**config.mk**
```make
export PLATFORM = sky130hd
export DESIGN_NAME = mipsProcessor
export DESIGN_NICKNAME = d
export VERILOG_FILES = /design/src/mipsPkg.sv /design/src/registerFile.sv /design/src/alu.sv /design/src/controlUnit.sv /design/src/datapath.sv /design/src/mipsProcessor.sv
export SDC_FILE = /design/constraint.sdc
export NUM_CORES = 2
export LEC_CHECK = 0
export BUFFER_PORTS_ARGS = -buffer_cell sky130_fd_sc_hd__buf_2
export CORE_AREA = 4 4 378 380
export CTS_BUF_LIST = sky130_fd_sc_hd__clkbuf_4
export DETAILED_ROUTE_END_ITERATION = 7
export DIE_AREA = 0 0 382 384
export HOLD_SLACK_MARGIN = 0.08
export PLACE_DENSITY = 0.65
export SYNTH_ARGS = -nofsm -noshare
export SYNTH_HDL_FRONTEND = slang
export SYNTH_HIERARCHICAL = 1
export SYNTH_SLANG_ARGS = --single-unit
```
**constraint.sdc**
```tcl
create_clock -name CLK -period 6.34 [get_ports CLK]
set_clock_uncertainty 0.15 [all_clocks]
set_input_delay 0.951 -clock CLK [delete_from_list [all_inputs] [get_ports CLK]]
set_output_delay 0.951 -clock CLK [all_outputs]
set_load 0.005 [all_outputs]
```
**src/mipsPkg.sv**
```systemverilog
package mipsPkg;

	typedef logic [31:0] dataT;     // Register and memory word
	typedef logic [4:0]  regAddrT;  // Register number
	typedef logic [8:0]  memAddrT;  // Byte address, 512 bytes
	typedef logic [5:0]  opcodeT;
	typedef logic [5:0]  functT;

	// How the ALU picks its operation
	typedef enum logic [1:0] {
		AluAdd,    // Address and plain add
		AluFunct,  // R-type, from funct
		AluImm     // Immediate ops, from opcode
	} aluModeE;

	typedef enum logic [3:0] {
		Add,
		Sub,
		And,
		Or,
		Nor,
		Xor,
		Slt,
		Sltu,
		Sllv,
		Srlv,
		Srav,
		Lui
	} aluOpE;

	typedef enum logic [3:0] {
		Fetch,
		FetchWait,
		Decode,
		ExecR,
		ExecI,
		MemAddr,
		MemRead,
		MemWrite,
		WriteBack
	} stateE;

	// Opcodes
	localparam opcodeT OpRType = 6'h00;
	localparam opcodeT OpAddi  = 6'h08;
	localparam opcodeT OpAddiu = 6'h09;
	localparam opcodeT OpSlti  = 6'h0a;
	localparam opcodeT OpSltiu = 6'h0b;
	localparam opcodeT OpAndi  = 6'h0c;
	localparam opcodeT OpOri   = 6'h0d;
	localparam opcodeT OpXori  = 6'h0e;
	localparam opcodeT OpLui   = 6'h0f;
	localparam opcodeT OpLw    = 6'h23;
	localparam opcodeT OpSw    = 6'h2b;

	// R-type funct field
	localparam functT FnSllv = 6'h04;
	localparam functT FnSrlv = 6'h06;
	localparam functT FnSrav = 6'h07;
	localparam functT FnAdd  = 6'h20;
	localparam functT FnAddu = 6'h21;
	localparam functT FnSub  = 6'h22;
	localparam functT FnSubu = 6'h23;
	localparam functT FnAnd  = 6'h24;
	localparam functT FnOr   = 6'h25;
	localparam functT FnXor  = 6'h26;
	localparam functT FnNor  = 6'h27;
	localparam functT FnSlt  = 6'h2a;
	localparam functT FnSltu = 6'h2b;

	localparam memAddrT ResetPc = 9'd0;  // First fetch
	localparam memAddrT PcStep  = 9'd4;  // One word per instruction

endpackage

```
**src/registerFile.sv**
```systemverilog
module registerFile (
	input  logic             CLK,
	input  logic             reset,
	input  logic             regWrite,
	input  mipsPkg::regAddrT rdAddrA,
	input  mipsPkg::regAddrT rdAddrB,
	input  mipsPkg::regAddrT wrAddr,
	input  mipsPkg::dataT    wrData,
	output mipsPkg::dataT    rdDataA,
	output mipsPkg::dataT    rdDataB
);

	mipsPkg::dataT regs [2**$bits(mipsPkg::regAddrT)];

	// Register 0 is never written, so it stays at its reset value of zero
	always_ff @(posedge CLK) begin
		if (reset) begin
			for (int i = 0; i < $size(regs); i++) begin
				regs[i] <= '0;
			end
		end else if (regWrite && wrAddr != '0) begin
			regs[wrAddr] <= wrData;
		end
	end

	// Asynchronous read ports
	assign rdDataA = regs[rdAddrA];
	assign rdDataB = regs[rdAddrB];

endmodule

```
**src/alu.sv**
```systemverilog
module alu (
	input  mipsPkg::aluModeE aluMode,
	input  mipsPkg::opcodeT  opcode,
	input  mipsPkg::functT   funct,
	input  mipsPkg::dataT    a,
	input  mipsPkg::dataT    b,
	output mipsPkg::dataT    result
);

	mipsPkg::aluOpE aluOp;
	logic [4:0] shamt;

	assign shamt = a[4:0];  // Variable shifts take the amount from rs

	// Operation select
	always_comb begin
		aluOp = mipsPkg::Add;
		case (aluMode)
			mipsPkg::AluFunct: begin
				case (funct)
					mipsPkg::FnAdd, mipsPkg::FnAddu: aluOp = mipsPkg::Add;
					mipsPkg::FnSub, mipsPkg::FnSubu: aluOp = mipsPkg::Sub;
					mipsPkg::FnAnd:  aluOp = mipsPkg::And;
					mipsPkg::FnOr:   aluOp = mipsPkg::Or;
					mipsPkg::FnNor:  aluOp = mipsPkg::Nor;
					mipsPkg::FnXor:  aluOp = mipsPkg::Xor;
					mipsPkg::FnSlt:  aluOp = mipsPkg::Slt;
					mipsPkg::FnSltu: aluOp = mipsPkg::Sltu;
					mipsPkg::FnSllv: aluOp = mipsPkg::Sllv;
					mipsPkg::FnSrlv: aluOp = mipsPkg::Srlv;
					mipsPkg::FnSrav: aluOp = mipsPkg::Srav;
					default: aluOp = mipsPkg::Add;
				endcase
			end
			mipsPkg::AluImm: begin
				case (opcode)
					mipsPkg::OpAddi, mipsPkg::OpAddiu: aluOp = mipsPkg::Add;
					mipsPkg::OpSlti:  aluOp = mipsPkg::Slt;
					mipsPkg::OpSltiu: aluOp = mipsPkg::Sltu;  // Sign-extended imm, unsigned compare
					mipsPkg::OpAndi:  aluOp = mipsPkg::And;
					mipsPkg::OpOri:   aluOp = mipsPkg::Or;
					mipsPkg::OpXori:  aluOp = mipsPkg::Xor;
					mipsPkg::OpLui:   aluOp = mipsPkg::Lui;
					default: aluOp = mipsPkg::Add;
				endcase
			end
			default: aluOp = mipsPkg::Add;  // Address arithmetic
		endcase
	end

	always_comb begin
		case (aluOp)
			mipsPkg::Add:  result = a + b;
			mipsPkg::Sub:  result = a - b;
			mipsPkg::And:  result = a & b;
			mipsPkg::Or:   result = a | b;
			mipsPkg::Nor:  result = ~(a | b);
			mipsPkg::Xor:  result = a ^ b;
			mipsPkg::Slt:  result = {31'b0, $signed(a) < $signed(b)};
			mipsPkg::Sltu: result = {31'b0, a < b};
			mipsPkg::Sllv: result = b << shamt;
			mipsPkg::Srlv: result = b >> shamt;
			mipsPkg::Srav: result = $signed(b) >>> shamt;  // Fills with the sign bit
			mipsPkg::Lui:  result = {b[15:0], 16'b0};
			default: result = a + b;
		endcase
	end

endmodule

```
**src/controlUnit.sv**
```systemverilog
module controlUnit (
	input  logic              CLK,
	input  logic              reset,
	input  logic              memReady,
	input  mipsPkg::opcodeT   opcode,
	output logic              irLoad,
	output logic              pcLoad,
	output logic              marLoad,
	output logic              mdrLoad,
	output logic              abLoad,
	output logic              regWrite,
	output logic              memValid,
	output logic              memWrite,
	output logic              addrFromMar,
	output logic              useImm,
	output logic              dstRt,
	output logic              wbFromMem,
	output mipsPkg::aluModeE  aluMode,
	output logic              resultValid
);

	mipsPkg::stateE state;
	mipsPkg::stateE nextState;
	logic xferDone;

	assign xferDone = memValid && memReady;  // Bus handshake this edge

	// Bus request flags follow the state they lead into, so they stay low through reset
	always_ff @(posedge CLK) begin
		if (reset) begin
			state <= mipsPkg::Fetch;
			memValid <= 1'b0;
			memWrite <= 1'b0;
		end else begin
			state <= nextState;
			memValid <= nextState inside {mipsPkg::Fetch, mipsPkg::FetchWait,
				mipsPkg::MemRead, mipsPkg::MemWrite};
			memWrite <= nextState == mipsPkg::MemWrite;
		end
	end

	always_comb begin
		nextState = state;
		case (state)
			mipsPkg::Fetch, mipsPkg::FetchWait:
				nextState = xferDone ? mipsPkg::Decode : mipsPkg::FetchWait;
			mipsPkg::Decode: begin
				case (opcode)
					mipsPkg::OpRType: nextState = mipsPkg::ExecR;
					mipsPkg::OpAddi, mipsPkg::OpAddiu, mipsPkg::OpSlti, mipsPkg::OpSltiu,
					mipsPkg::OpAndi, mipsPkg::OpOri, mipsPkg::OpXori, mipsPkg::OpLui:
						nextState = mipsPkg::ExecI;
					mipsPkg::OpLw, mipsPkg::OpSw: nextState = mipsPkg::MemAddr;
					default: nextState = mipsPkg::Fetch;  // Unknown opcode retires as a no-op
				endcase
			end
			mipsPkg::ExecR, mipsPkg::ExecI: nextState = mipsPkg::WriteBack;
			mipsPkg::MemAddr:
				nextState = (opcode == mipsPkg::OpLw) ? mipsPkg::MemRead : mipsPkg::MemWrite;
			mipsPkg::MemRead: begin
				if (xferDone) begin
					nextState = mipsPkg::WriteBack;
				end
			end
			mipsPkg::MemWrite: begin
				if (xferDone) begin
					nextState = mipsPkg::Fetch;  // Store retires on the accepted write
				end
			end
			mipsPkg::WriteBack: nextState = mipsPkg::Fetch;
			default: nextState = mipsPkg::Fetch;
		endcase
	end

	// Per-state control outputs
	always_comb begin
		irLoad = 1'b0;
		pcLoad = 1'b0;
		marLoad = 1'b0;
		mdrLoad = 1'b0;
		abLoad = 1'b0;
		regWrite = 1'b0;
		addrFromMar = 1'b0;
		useImm = 1'b0;
		dstRt = 1'b0;
		wbFromMem = 1'b0;
		resultValid = 1'b0;
		aluMode = mipsPkg::AluAdd;
		case (state)
			mipsPkg::Fetch, mipsPkg::FetchWait: begin
				irLoad = xferDone;
				pcLoad = xferDone;
			end
			mipsPkg::Decode: abLoad = 1'b1;
			mipsPkg::ExecR: aluMode = mipsPkg::AluFunct;
			mipsPkg::ExecI: begin
				aluMode = mipsPkg::AluImm;
				useImm = 1'b1;
			end
			mipsPkg::MemAddr: begin
				useImm = 1'b1;  // Base plus offset
				marLoad = 1'b1;
			end
			mipsPkg::MemRead: begin
				addrFromMar = 1'b1;
				mdrLoad = xferDone;
			end
			mipsPkg::MemWrite: addrFromMar = 1'b1;
			mipsPkg::WriteBack: begin
				regWrite = 1'b1;
				resultValid = 1'b1;
				dstRt = opcode != mipsPkg::OpRType;  // rt for immediates and LW
				wbFromMem = opcode == mipsPkg::OpLw;
			end
			default: ;
		endcase
	end

endmodule

```
**src/datapath.sv**
```systemverilog
module datapath (
	input  logic              CLK,
	input  logic              reset,
	input  logic              irLoad,
	input  logic              pcLoad,
	input  logic              marLoad,
	input  logic              mdrLoad,
	input  logic              abLoad,
	input  logic              regWrite,
	input  logic              memValid,
	input  logic              memWrite,
	input  logic              addrFromMar,
	input  logic              useImm,
	input  logic              dstRt,
	input  logic              wbFromMem,
	input  mipsPkg::aluModeE  aluMode,
	input  mipsPkg::dataT     memRData,
	output mipsPkg::opcodeT   opcode,
	output mipsPkg::memAddrT  memAddr,
	output mipsPkg::dataT     memWData,
	output mipsPkg::regAddrT  resultReg,
	output mipsPkg::dataT     resultData
);

	mipsPkg::memAddrT pc;
	mipsPkg::memAddrT mar;
	mipsPkg::dataT ir;
	mipsPkg::dataT mdr;
	mipsPkg::dataT aReg;
	mipsPkg::dataT bReg;
	mipsPkg::dataT aluOut;
	mipsPkg::dataT rdDataA;
	mipsPkg::dataT rdDataB;
	mipsPkg::dataT immExt;
	mipsPkg::dataT aluB;
	mipsPkg::dataT aluResult;
	mipsPkg::regAddrT rs;
	mipsPkg::regAddrT rt;
	mipsPkg::regAddrT rd;
	mipsPkg::functT funct;
	logic zeroExt;

	// Instruction fields
	assign opcode = ir[31:26];
	assign rs = ir[25:21];
	assign rt = ir[20:16];
	assign rd = ir[15:11];
	assign funct = ir[5:0];

	always_ff @(posedge CLK) begin
		if (reset) begin
			pc <= mipsPkg::ResetPc;
		end else if (pcLoad) begin
			pc <= pc + mipsPkg::PcStep;
		end
	end

	always_ff @(posedge CLK) begin
		if (irLoad) begin
			ir <= memRData;
		end
		if (marLoad) begin
			mar <= {aluResult[8:2], 2'b00};  // Word aligned
		end
		if (mdrLoad) begin
			mdr <= memRData;
		end
		if (abLoad) begin
			aReg <= rdDataA;
			bReg <= rdDataB;
		end
		aluOut <= aluResult;  // Holds the execute result for writeback
	end

	// Logic immediates are zero-extended, the rest sign-extended
	assign zeroExt = opcode inside {mipsPkg::OpAndi, mipsPkg::OpOri, mipsPkg::OpXori};
	assign immExt = zeroExt ? {16'b0, ir[15:0]} : {{16{ir[15]}}, ir[15:0]};
	assign aluB = useImm ? immExt : bReg;

	assign resultReg = dstRt ? rt : rd;
	assign resultData = wbFromMem ? mdr : aluOut;

	// Bus reads as zero while no request is open
	always_comb begin
		memAddr = '0;
		memWData = '0;
		if (memValid) begin
			memAddr = addrFromMar ? mar : pc;
			if (memWrite) begin
				memWData = bReg;  // Store data is rt
			end
		end
	end

	registerFile u_regFile (
		.CLK(CLK),
		.reset(reset),
		.regWrite(regWrite),
		.rdAddrA(rs),
		.rdAddrB(rt),
		.wrAddr(resultReg),
		.wrData(resultData),
		.rdDataA(rdDataA),
		.rdDataB(rdDataB)
	);

	alu u_alu (
		.aluMode(aluMode),
		.opcode(opcode),
		.funct(funct),
		.a(aReg),
		.b(aluB),
		.result(aluResult)
	);

endmodule

```
**src/mipsProcessor.sv**
```systemverilog
module mipsProcessor (
	input  logic             CLK,
	input  logic             reset,
	input  logic             memReady,
	input  mipsPkg::dataT    memRData,
	output logic             memValid,
	output logic             memWrite,
	output mipsPkg::memAddrT memAddr,
	output mipsPkg::dataT    memWData,
	output logic             resultValid,
	output mipsPkg::regAddrT resultReg,
	output mipsPkg::dataT    resultData
);

	logic irLoad;
	logic pcLoad;
	logic marLoad;
	logic mdrLoad;
	logic abLoad;
	logic regWrite;
	logic addrFromMar;
	logic useImm;
	logic dstRt;
	logic wbFromMem;
	mipsPkg::aluModeE aluMode;
	mipsPkg::opcodeT opcode;

	controlUnit u_ctrl (
		.CLK(CLK), .reset(reset), .memReady(memReady), .opcode(opcode),
		.irLoad(irLoad), .pcLoad(pcLoad), .marLoad(marLoad), .mdrLoad(mdrLoad),
		.abLoad(abLoad), .regWrite(regWrite), .memValid(memValid), .memWrite(memWrite),
		.addrFromMar(addrFromMar), .useImm(useImm), .dstRt(dstRt), .wbFromMem(wbFromMem),
		.aluMode(aluMode), .resultValid(resultValid)
	);

	datapath u_dp (
		.CLK(CLK), .reset(reset), .irLoad(irLoad), .pcLoad(pcLoad), .marLoad(marLoad),
		.mdrLoad(mdrLoad), .abLoad(abLoad), .regWrite(regWrite), .memValid(memValid),
		.memWrite(memWrite), .addrFromMar(addrFromMar), .useImm(useImm), .dstRt(dstRt),
		.wbFromMem(wbFromMem), .aluMode(aluMode), .memRData(memRData), .opcode(opcode),
		.memAddr(memAddr), .memWData(memWData), .resultReg(resultReg), .resultData(resultData)
	);

endmodule

```
==> impl_metrics.env <==
export IMPL_crit_path_start_kind="flop"
export IMPL_tightestPinTransition_ns=1.25
export IMPL_pre_cts_ws_ns=0.823
export IMPL_vias=68016
export IMPL_core_area_sq_um=139000
export IMPL_cp_max_fo=32
export IMPL_cts_root_buf="clkbuf_4"
export IMPL_first_iter_violations=9106
export IMPL_status="complete, but fails checks"
export IMPL_place_hpwl_mm=182
export IMPL_synthTopCellsByCount="nand2_1, a21oi_1, mux2i_1, dfxtp_1, clkbuf_1"
export IMPL_synth_ff_type="dfxtp_1"
export IMPL_numCtsBuffers=346
export IMPL_syn_inst=8658
export IMPL_drive_gt1_frac=0.123
export IMPL_fill_cells=13134
export IMPL_p_leak_nw=28.5
export IMPL_cp_data_required_time_ns=5.24
export IMPL_grt_pass1_wl_mm=419
export IMPL_violations="DRC"
export IMPL_async_reset_ff_frac=0
export IMPL_power_mw=17.1
export IMPL_synthesis_area_sq_um=69300
export IMPL_synth_warning_count=6
export IMPL_grt_overflow_total=0
export IMPL_port_buffers=113
export IMPL_path_clk_slew_ns=0.07
export IMPL_critPathTopFamily="simple AND/OR/NAND/NOR gates"
export IMPL_cts_max_level=5
export IMPL_place_inst=10044
export IMPL_timing_final_crit_share=0.914
export IMPL_clk_path_buf_depth=4
export IMPL_finalSetupTns_ns=0
export IMPL_maxSlewHeadroom=0.165
export IMPL_wl_mm=292
export IMPL_maxCapViolCount=0
export IMPL_cp_num_buf_inv=1
export IMPL_rsz0062_at_grt="false"
export IMPL_die_area_sq_um=147000
export IMPL_start_util=0.498
export IMPL_vias_per_cell=6.37
export IMPL_yosys_register_bits=1204
export IMPL_grt_start_max_net_pins=193
export IMPL_irDropWorstVdd_v=0.000196
export IMPL_insertion_delay_ns=1.32
export IMPL_cellPowerDensity_nw_per_um2=226
export IMPL_finalHoldViolations=0
export IMPL_cts_setup_buffers=0
export IMPL_clock_sinks=1204
export IMPL_drc=3
export IMPL_grt_usage=0.378
export IMPL_areaGrowthSynthToFinish_pct=8.85
export IMPL_finalMaxSlewViolations=0
export IMPL_die_y_um=384
export IMPL_synth_area_per_cell_sq_um=8.01
export IMPL_fin_nets=8689
export IMPL_critical_path_arrival_ns=4.69
export IMPL_die_w_um=382
export IMPL_gp_congestion=1.04
export IMPL_cts_tree="done"
export IMPL_yosysTopAreaCellShare=0.309
export IMPL_wl_per_cell_um=27.3
export IMPL_rows=137
export IMPL_path_cells="nand3_1 > or4_1 > nor2_4 > mux2_2 > buf_2"
export IMPL_synthDistinctLibCells=112
export IMPL_worstSetupPathType="reg -> out"
export IMPL_ys_seq_area_frac=0.367
export IMPL_synth_edf_count=135
export IMPL_grt_pass1_vias=63979
export IMPL_ant_nets=0
export IMPL_slowest_delay_ns=0.94
export IMPL_endpoint_kind="primary output"
export IMPL_finalNonFillerCells=10680
export IMPL_worst_slack_ns=0.545
export IMPL_final_util=0.542
export IMPL_min_period_ns=5.79
export IMPL_ys_top_cells_by_area="dfxtp_1, mux2i_1, nand2_1, a21oi_1, edfxtp_1"
export IMPL_hold_class="in -> reg"
export IMPL_achievable_frequency_mhz=173
export IMPL_synth_top_area_cell="dfxtp_1"
export IMPL_slowest_stage="mux2_2"
export IMPL_drtPass1Iterations=8
export IMPL_antenna_found_initial=18
export IMPL_ff2ff_setup_slack_ns=0.71
export IMPL_io_pins=116
export IMPL_synth_most_common_cell="nand2_1"
export IMPL_setup_viol=0
-- flip-flops by register name (all words and copies together) (netlist names) --
| signal | flops |
|---|---|
| u_ctrl/memValid | 1 |
| u_ctrl/memWrite | 1 |
| u_ctrl/state | 4 |
| u_dp/aReg | 32 |
| u_dp/aluOut | 32 |
| u_dp/bReg | 32 |
| u_dp/ir | 32 |
| u_dp/mar | 7 |
| u_dp/mdr | 32 |
| u_dp/pc | 7 |
| u_dp/u_regFile/regs | 1024 |
-- report_power, final --
group	total (mW)	internal (mW)	switching, mW
clock	7.26	3.84	3.42
sequential	7.82	7.76	0.0605
combinational	1.99	0.579	1.41
-- worst register-to-register path: stages, from the launching register on --
cell	delay [ns]
dfxtp_1	0.54
nand2b_1	0.25
nor2_2	0.55
mux2_2	0.55
ha_1	0.32
fa_1	0.44
o21ba_2	0.24
or4_1	0.47
o2111ai_1	0.17
a21oi_1	0.22
o41ai_4	0.47
a31oi_1	0.38
o31ai_1	0.44
o221a_2	0.25
o21ai_0	0.07
-- cells in the final DEF, fill, tap and decap left out, drive strengths merged, types with 102 or more instances in the layout --
cell	count
nand2	2331
a21oi	1298
mux2i	1085
dfxtp	1069
clkbuf	515
buf	326
nand3	229
a22oi	209
nor2	186
edfxtp	135
a22o	132
inv	122
nor3	120
o21ai	108
ha	102
-- through the flow --
stage               cell area, sq um  hold slack, ns
global route                   75500           0.134
CTS                            75400           0.129
floorplan                      69300           0.298
detailed placement             70800           0.309
finish                         75500           0.210
global placement               70800           0.303
-- cell type report --
| type | instances | area, sq um | share of cell area |
|---|---|---|---|
| Antenna cell | 14 | 35.0 | 0.000464 |
| Clock buffer | 515 | 3870 | 0.0512 |
| Clock inverter | 73 | 389 | 0.00516 |
| Inverter | 121 | 454 | 0.00602 |
| Multi-Input combinational cell | 6517 | 40100 | 0.531 |
| Sequential cell | 1204 | 25500 | 0.337 |
| Tap cell | 1876 | 2350 | 0.0311 |
| Timing Repair Buffer | 360 | 2850 | 0.0378 |
-- worst paths after layout --
path	depth (start not counted)	start	endpoint
max	5	u_dp/ir[27]	resultData[31]
min	2	memRData[29]	u_dp/mdr[29]
max reg2reg	14	u_ctrl/state[2]	u_dp/aluOut[28]
min reg2reg	2	u_dp/u_regFile/regs[608]	u_dp/u_regFile/regs[608]
-- per-layer routing --
layer | vias to the layer above | share of wire | track usage
li1 | 30239 | - | -
met1 | 32581 | 0.40 | 0.490
met2 | 4241 | 0.44 | 0.583
met3 | 941 | 0.11 | 0.0976
met4 | 14 | 0.052 | 0.188
met5 | - | 0.00032 | 0
-- what timing repair did --
| item | 4_1_cts | 5_1_grt |
|---|---|---|
| hold endpoints to repair | 144 | 0 |
| hold buffers | 34 | 0 |
| gates resized for setup | 0 | 0 |
-- kinds of logic after synthesis --
group	after synthesis	share of synthesized area
simple gates	3093	0.186
compound gates	2094	0.182
mux	1206	0.184
flops	1204	0.367
buf+inv	938	0.0592
fa+ha+maj	104	0.0190
xor+xnor	18	0.00227
other cells	1	0.0000541
No activity file was read; power rests on OpenSTA's default activity.
